## config.mk

```make
export PLATFORM = sky130hd
export DESIGN_NAME = lfsr_top
export DESIGN_NICKNAME = d
export VERILOG_FILES = /design/src/source/lfsr_pkg.sv /design/src/source/pin_pkg.sv /design/src/source/lfsr_if.sv /design/src/source/lfsr_tap_table.sv /design/src/source/lfsr_fibonacci.sv /design/src/source/lfsr_panel.sv /design/src/source/lfsr_top.sv
export SDC_FILE = /design/constraint.sdc
export NUM_CORES = 1
export LEC_CHECK = 0
export BUFFER_PORTS_ARGS = -buffer_cell sky130_fd_sc_hd__buf_2
export CORE_MARGIN = 5
export CORE_UTILIZATION = 59
export CTS_CLUSTER_DIAMETER = 80
export DETAILED_ROUTE_END_ITERATION = 12
export PLACE_DENSITY = 0.84
export SKIP_CTS_REPAIR_TIMING = 1
export SLEW_MARGIN = 25
export SYNTH_ARGS = -nofsm -noshare
export SYNTH_HDL_FRONTEND = slang
export SYNTH_SLANG_ARGS = --single-unit
```

## constraint.sdc

```tcl
create_clock -name clk -period 3.6 [get_ports clk]
set_clock_uncertainty 0.05 [all_clocks]
set_input_delay 0 -clock clk [delete_from_list [all_inputs] [get_ports clk]]
set_output_delay 0 -clock clk [all_outputs]
set_load 0.01 [all_outputs]
```

## src/source/lfsr_pkg.sv

```systemverilog
////////////////////////////////////////////////////////////
// LFSR widths, word and length types, reset seed and
// size of the per-length tap tables
////////////////////////////////////////////////////////////

package lfsr_pkg;

    ////////////////////////////////////////////////////////////
    // widths

    localparam int LFSR_WIDTH = 32;  // full shift register
    localparam int LEN_WIDTH  = 5;   // length selector, 0..31

    // one table row per encodable length
    localparam int TABLE_SIZE = 2 ** LEN_WIDTH;

    ////////////////////////////////////////////////////////////
    // types

    // register value, also used for tap masks
    typedef logic [LFSR_WIDTH-1:0] lfsr_word_t;

    // selected register length
    typedef logic [LEN_WIDTH-1:0] lfsr_len_t;

    ////////////////////////////////////////////////////////////
    // reset state

    // nonzero seed so that a valid length starts a sequence
    localparam lfsr_word_t LFSR_SEED = lfsr_word_t'(1);

endpackage

```

## src/source/pin_pkg.sv

```systemverilog
////////////////////////////////////////////////////////////
// pin group type and bit positions of the pin fields
////////////////////////////////////////////////////////////

package pin_pkg;

    // one 8-bit pin group
    typedef logic [7:0] pin_byte_t;

    ////////////////////////////////////////////////////////////
    // ui_in fields

    localparam int PIN_HOLD   = 7;  // 1 = single-step mode
    localparam int PIN_STEP   = 6;  // step button
    localparam int PIN_N_TAPS = 5;  // 1 = 4-tap polynomial

    // length field
    localparam int PIN_LEN_MSB = 4;
    localparam int PIN_LEN_LSB = 0;

    ////////////////////////////////////////////////////////////
    // output fields

    // uio_out carries valid on top, value bits 14..8 below it
    localparam int PIN_VALID = 7;

    // value bits spread over uo_out and uio_out
    localparam int SHOWN_BITS = 15;

endpackage

```

## src/source/lfsr_if.sv

```systemverilog
////////////////////////////////////////////////////////////
// link between the front panel and the LFSR core
////////////////////////////////////////////////////////////

interface lfsr_if;

    lfsr_pkg::lfsr_len_t  length;   // selected register length
    logic                 n_taps;   // 1 selects the 4-tap table
    logic                 advance;  // per-cycle shift enable
    lfsr_pkg::lfsr_word_t value;
    logic                 valid;    // low after an invalid length

    // front panel side
    modport panel (
        output length, n_taps, advance,
        input  value, valid
    );

    // LFSR core side
    modport core (
        input  length, n_taps, advance,
        output value, valid
    );

endinterface

```

## src/source/lfsr_tap_table.sv

```systemverilog
////////////////////////////////////////////////////////////
// feedback tap masks per length, 2-tap and 4-tap tables
////////////////////////////////////////////////////////////

module lfsr_tap_table (
    input  lfsr_pkg::lfsr_len_t  length,
    input  logic                 n_taps,
    output lfsr_pkg::lfsr_word_t mask,
    output logic                 mask_valid
);

    lfsr_pkg::lfsr_word_t            mask_2tap [lfsr_pkg::TABLE_SIZE];
    lfsr_pkg::lfsr_word_t            mask_4tap [lfsr_pkg::TABLE_SIZE];
    logic [lfsr_pkg::TABLE_SIZE-1:0] ok_2tap;  // bit n set when length n has a mask
    logic [lfsr_pkg::TABLE_SIZE-1:0] ok_4tap;

    ////////////////////////////////////////////////////////////
    // 2-tap polynomials, row index is the length

    assign mask_2tap = '{
        32'h0000_0000,  // 0
        32'h0000_0000,
        32'h0000_0003,  // 2
        32'h0000_0006,
        32'h0000_000C,  // 4
        32'h0000_0014,
        32'h0000_0030,
        32'h0000_0060,
        32'h0000_0000,  // 8, no 2-tap form
        32'h0000_0110,
        32'h0000_0240,
        32'h0000_0500,
        32'h0000_0000,  // 12 to 14 have none either
        32'h0000_0000,
        32'h0000_0000,
        32'h0000_6000,
        32'h0000_0000,  // 16
        32'h0001_2000,
        32'h0002_0400,
        32'h0000_0000,
        32'h0009_0000,  // 20
        32'h0014_0000,
        32'h0030_0000,
        32'h0042_0000,
        32'h0000_0000,  // 24
        32'h0120_0000,
        32'h0000_0000,
        32'h0000_0000,
        32'h0900_0000,  // 28
        32'h1400_0000,
        32'h0000_0000,
        32'h4800_0000
    };

    assign ok_2tap = 32'hB2F6_8EFC;

    ////////////////////////////////////////////////////////////
    // 4-tap polynomials, nothing below length 5

    assign mask_4tap = '{
        32'h0000_0000,  // 0
        32'h0000_0000,
        32'h0000_0000,
        32'h0000_0000,
        32'h0000_0000,  // 4
        32'h0000_001E,
        32'h0000_0036,
        32'h0000_0078,
        32'h0000_00B8,  // 8
        32'h0000_01B0,
        32'h0000_0360,
        32'h0000_0740,
        32'h0000_0CA0,  // 12
        32'h0000_1B00,
        32'h0000_3500,
        32'h0000_7400,
        32'h0000_B400,  // 16
        32'h0001_E000,
        32'h0003_9000,
        32'h0007_2000,
        32'h000C_A000,  // 20
        32'h001C_8000,
        32'h0027_0000,
        32'h006A_0000,
        32'h00D8_0000,  // 24
        32'h01E0_0000,
        32'h0388_0000,
        32'h0720_0000,
        32'h0CA0_0000,  // 28
        32'h1D00_0000,
        32'h3280_0000,
        32'h7800_0000
    };

    assign ok_4tap = 32'hFFFF_FFE0;

    ////////////////////////////////////////////////////////////
    // row select

    assign mask       = n_taps ? mask_4tap[length] : mask_2tap[length];
    assign mask_valid = n_taps ? ok_4tap[length]   : ok_2tap[length];

endmodule

```

## src/source/lfsr_fibonacci.sv

```systemverilog
////////////////////////////////////////////////////////////
// Fibonacci LFSR core with parity feedback and invalid
// length handling
////////////////////////////////////////////////////////////

module lfsr_fibonacci (
    input logic  clk,
    input logic  rst_n,
    lfsr_if.core bus
);

    lfsr_pkg::lfsr_word_t mask;
    logic                 mask_valid;
    lfsr_pkg::lfsr_word_t value_q;
    logic                 valid_q;

    lfsr_tap_table tap_table0 (
        .length     (bus.length),
        .n_taps     (bus.n_taps),
        .mask       (mask),
        .mask_valid (mask_valid)
    );

    always_ff @(posedge clk) begin
        if (!rst_n) begin
            value_q <= lfsr_pkg::LFSR_SEED;
            valid_q <= 1'b1;
        end else if (bus.advance) begin
            if (!mask_valid) begin
                // no polynomial for this length, drop to zero
                value_q <= '0;
                valid_q <= 1'b0;
            end else begin
                // shift up, parity of tapped bits into bit 0
                value_q <= {value_q[lfsr_pkg::LFSR_WIDTH-2:0], ^(value_q & mask)};
                valid_q <= 1'b1;
            end
        end
    end

    assign bus.value = value_q;
    assign bus.valid = valid_q;

    ////////////////////////////////////////////////////////////
    // checks

    // invalid state is always the all-zero word
    a_invalid_is_zero: assert property (
        @(posedge clk) disable iff (!rst_n)
        !valid_q |-> (value_q == '0)
    ) else $error("lfsr invalid with nonzero value %h", value_q);

    // panel hold must freeze the register
    a_hold_freezes: assert property (
        @(posedge clk) disable iff (!rst_n)
        !bus.advance |=> $stable(value_q)
    ) else $error("lfsr value moved without advance");

endmodule

```

## src/source/lfsr_panel.sv

```systemverilog
////////////////////////////////////////////////////////////
// pin decode, run/step advance control and registered
// value and valid pins
////////////////////////////////////////////////////////////

module lfsr_panel (
    input  logic               clk,
    input  logic               rst_n,
    input  pin_pkg::pin_byte_t ui_in,
    output pin_pkg::pin_byte_t uo_out,
    output pin_pkg::pin_byte_t uio_out,
    lfsr_if.panel              bus
);

    logic                           hold;
    logic                           step;
    logic                           step_q;  // step as seen last cycle
    logic [pin_pkg::SHOWN_BITS-1:0] shown;

    ////////////////////////////////////////////////////////////
    // input decode

    assign hold       = ui_in[pin_pkg::PIN_HOLD];
    assign step       = ui_in[pin_pkg::PIN_STEP];
    assign bus.n_taps = ui_in[pin_pkg::PIN_N_TAPS];
    assign bus.length = ui_in[pin_pkg::PIN_LEN_MSB:pin_pkg::PIN_LEN_LSB];

    ////////////////////////////////////////////////////////////
    // advance control

    always_ff @(posedge clk) begin
        if (!rst_n) begin
            step_q <= 1'b0;
        end else begin
            step_q <= step;
        end
    end

    // run freely, or once per rising step while held
    assign bus.advance = !hold || (step && !step_q);

    ////////////////////////////////////////////////////////////
    // output pins

    assign shown = bus.value[pin_pkg::SHOWN_BITS-1:0];

    // loads with the core, so pins lag by one advance
    always_ff @(posedge clk) begin
        if (!rst_n) begin
            uo_out  <= '0;
            uio_out <= '0;
        end else if (bus.advance) begin
            uo_out                          <= shown[7:0];
            uio_out[pin_pkg::PIN_VALID]     <= bus.valid;
            uio_out[pin_pkg::PIN_VALID-1:0] <= shown[pin_pkg::SHOWN_BITS-1:8];
        end
    end

    ////////////////////////////////////////////////////////////
    // checks

    // one step press gives a single advance
    a_single_step: assert property (
        @(posedge clk) disable iff (!rst_n)
        (hold && bus.advance) |=> !(hold && bus.advance)
    ) else $error("two advances in a row while in step mode");

endmodule

```

## src/source/lfsr_top.sv

```systemverilog
////////////////////////////////////////////////////////////
// LFSR top level, pin ports to panel and core
////////////////////////////////////////////////////////////

module lfsr_top (
    input  logic               clk,
    input  logic               rst_n,
    input  pin_pkg::pin_byte_t ui_in,    // hold, step, n_taps, length
    output pin_pkg::pin_byte_t uo_out,   // value 7..0
    output pin_pkg::pin_byte_t uio_out   // valid, value 14..8
);

    lfsr_if lfsr_bus ();

    ////////////////////////////////////////////////////////////
    // front panel

    lfsr_panel panel0 (
        .clk     (clk),
        .rst_n   (rst_n),
        .ui_in   (ui_in),
        .uo_out  (uo_out),
        .uio_out (uio_out),
        .bus     (lfsr_bus.panel)
    );

    ////////////////////////////////////////////////////////////
    // shift register core

    lfsr_fibonacci core0 (
        .clk   (clk),
        .rst_n (rst_n),
        .bus   (lfsr_bus.core)
    );

endmodule

```

==> impl_summary.log <==
[metrics] crit path launch: ui_in[1]
[metrics] DR pass1 iterations: 5
[metrics] TritonCTS clock tree: built
[metrics] number of buffers created by CTS: 5
[metrics] Setup crit start kind: input pin
[metrics] Reg clk slew, reported paths: 90 ps
[metrics] Synthesized Nets: 377
[metrics] Placed Cells: 424
[metrics] Synth-to-Final Area Change: 7.08%
[metrics] DPL Wire Length: 4.71 mm
[metrics] Least-Margin Pin Slew: a little over 700 ps
[metrics] slowest cell on the critical path: xnor3_1
[metrics] post-synthesis average cell area: between 8 and 9 um2
[metrics] maximum clock frequency: 0.356 GHz
[metrics] worst min-delay path startpoint: ui_in[7]
[metrics] arrival time of data at the critical path endpoint: 2960 ps
[metrics] largest driver fanout on the critical path: 21
[metrics] P per Cell Area: 360 nW/um2
[metrics] pre-CTS setup slack: 493 ps
[metrics] Crit Reg-Reg Startpoint: core0.bus.value[29]
[metrics] Worst slew margin: 0.525
[metrics] synthesized instance count: 360
[metrics] Total Die Area: 6380 um2
[metrics] Antenna Nets Post-Route: 0
[metrics] pin count of the biggest net entering global routing: 50
[metrics] total count of hold-check failures in the final report: 0
[metrics] number of enable flip-flop cells after synthesis: 0
[metrics] insertion delay to the later sink of the worst-skew pair: around 310 ps
[metrics] maximum clock insertion buffer count: 2
[metrics] number of vias per cell: 6.11
[metrics] post-route non-filler standard cell count: 433
[metrics] GRT Residual Overflow: 0
[metrics] final setup violation count: 0
[metrics] cell area after synthesis: 2880 um2
[metrics] longest individual stage delay on the worst path: about 460 ps
[metrics] maximum level of the CTS H-tree: 2
[metrics] clock tree root buffer cell: clkbuf_8
[metrics] I/O pin cnt: 26
[metrics] crit share post-route: 0.781
[metrics] Reg2Reg Setup Slack: 1090 ps
[metrics] crit path time final: 2810 ps
[metrics] result of the run: complete, no violations
[metrics] Total Neg Setup Slack: 0 ps
[metrics] required time at the endpoint of the critical path: approximately 3800 ps
[metrics] count of buffers inserted at the top-level ports: 25
[metrics] worst-case vdd ir drop: 0.319 mV
[metrics] share of async-settable or async-resettable flops after synthesis: 0
[metrics] Site Rows: 25
[metrics] core footprint: 4720 um2
[metrics] antenna violations before repair: 0
[metrics] Hold WS: about 140 ps
[metrics] Hold/Removal Path Class: input pin to flop
[metrics] fraction of final layout cells with drive strength greater than 1: 0.128
[metrics] setup slack of the critical path after layout: between 700 and 800 ps
[metrics] die extent in x: 79.9 um
[metrics] global-route wire length before repair: approximately 12 mm
[metrics] die span in y: 79.9 um
[metrics] via count of the first global-routing pass: 2423
[metrics] Setup CP Type: input pin to flop
[metrics] per-cell routed wire length: 15.7 um
[metrics] CP endpoint kind: flop
[metrics] max_cap viols: 0
[metrics] Post-route DRC: 0
[metrics] diodes inserted: 0
[metrics] worst path cell trace: buf_2, inv_1, ha_1, and4bb_1, a32o_1, a32oi_1, xnor2_1, xnor3_1, xnor2_1, xnor3_1, xnor2_1, a221o_1
[metrics] initial DRC count: 261
[metrics] number of sinks on the clock net: 49
[metrics] number of register bits inferred by synthesis: 49
[metrics] Unique masters post-synth: 56
[metrics] Synth warnings: 0
[metrics] Post-layout nets: between 300 and 400
[metrics] combined global-route utilization of all metal layers: 0.230
[metrics] gpl congestion: 0.905
[metrics] Leakage: about 1.1 nW
[metrics] Power Total: 1.11 mW
[metrics] starting density of the core: 0.610
[metrics] most repeated library cell on the critical path: xnor2_1
[metrics] via count: 2644
[metrics] fraction of the yosys area taken by sequential cells: 0.341
[metrics] setup repair after global routing missed its margin: no
[metrics] total count of max-transition violations in the final report: 0
[metrics] primary flip-flop cell chosen by synthesis mapping: dfxtp_1
[metrics] total detailed-routing wirelength: around 7 mm
[state kept, by name, indices dropped and copies added, names as in the netlist]
name             cells
core0.bus.value     31
panel0.uio_out       8
panel0.uo_out        8
core0.bus.valid      1
panel0.step_q        1
[per-layer routing]
layer,share of wire,vias up,routed length [um],global-route usage
li1,-,1288,-,-
met1,0.42,1219,2860,0.289
met2,0.49,116,3310,0.378
met3,0.061,21,417,0.0497
met4,0.034,0,230,0.0997
met5,0,-,0,0
[worst max-delay path, delay by kind of cell]
family | cells | cell delay, ps
fa+ha+maj | 1 | 320
xor+xnor | 5 | 1190
buf+inv | 2 | 480
compound gates | 3 | 690
simple gates | 1 | 260
[kinds of logic after synthesis]
kind of cell | synth area share
fa+ha+maj | 0.0304
flops | 0.341
simple gates | 0.214
mux | 0.0291
compound gates | 0.258
xor+xnor | 0.0569
buf+inv | 0.0704
[layout by cell type (no fill, tap or decap), drive strengths merged, types with 3 or more instances in the layout]
cell	n
nor2	43
and2	3
nor3	6
nand3	13
xnor3	3
a22oi	32
mux2	3
xor2	5
inv	8
a32oi	3
clkbuf	5
dfxtp	49
o211ai	4
o21ai	13
a21oi	33
a2111oi	3
nand2b	5
ha	7
mux2i	5
xnor2	6
nor2b	7
nand2	46
buf	30
[area by class of cell]
class	instances	area, um2
Clock inverter	3	46.3
Sequential cell	49	981
Timing Repair Buffer	31	173
Multi-Input combinational cell	270	1700
Inverter	8	30.0
Tap cell	67	83.8
Clock buffer	5	68.8
Fill cell	407	1640
[final timing paths]
| kind | end | cells past startpoint |
|---|---|---|
| worst min-delay path | panel0.uio_out[7] | 5 |
| worst min register to register | panel0.uo_out[3] | 2 |
| worst max-delay path | core0.bus.value[0] | 12 |
| worst max register to register | core0.bus.value[0] | 9 |
[power by group]
part / switching [mW] / internal (mW) / total [mW] / leakage, nW
clock: 0.188 / 0.208 / 0.396 / 0.0543
sequential: 0.00545 / 0.549 / 0.554 / 0.396
combinational: 0.109 / 0.0499 / 0.159 / 0.692
[per-stage QoR]
stage | instance area [um2] | utilization
floorplan | 2880 | -
global placement | 2960 | 0.626
detailed placement | 2960 | 0.626
CTS | 3070 | 0.651
global route | 3080 | 0.653
finish | 3080 | 0.653
[synth_stat cells (4+ instances only)]
library cell / n / area [um2]
a21oi_1: 32 / 160
xnor2_1: 6 / 52.6
nor2b_1: 7 / 43.8
nand3_1: 13 / 65.1
o21ai_0: 12 / 60.1
buf_2: 11 / 55.1
nand2b_1: 4 / 25.0
clkbuf_1: 16 / 60.1
dfxtp_1: 49 / 981
ha_1: 7 / 87.6
xor2_1: 5 / 43.8
nor2_1: 43 / 161
mux2i_1: 5 / 50.1
nor3_1: 6 / 30.0
o211ai_1: 4 / 30.0
inv_1: 8 / 30.0
a22oi_1: 32 / 240
nand2_1: 45 / 169
Note: power is estimated with default switching activity, not from simulation.
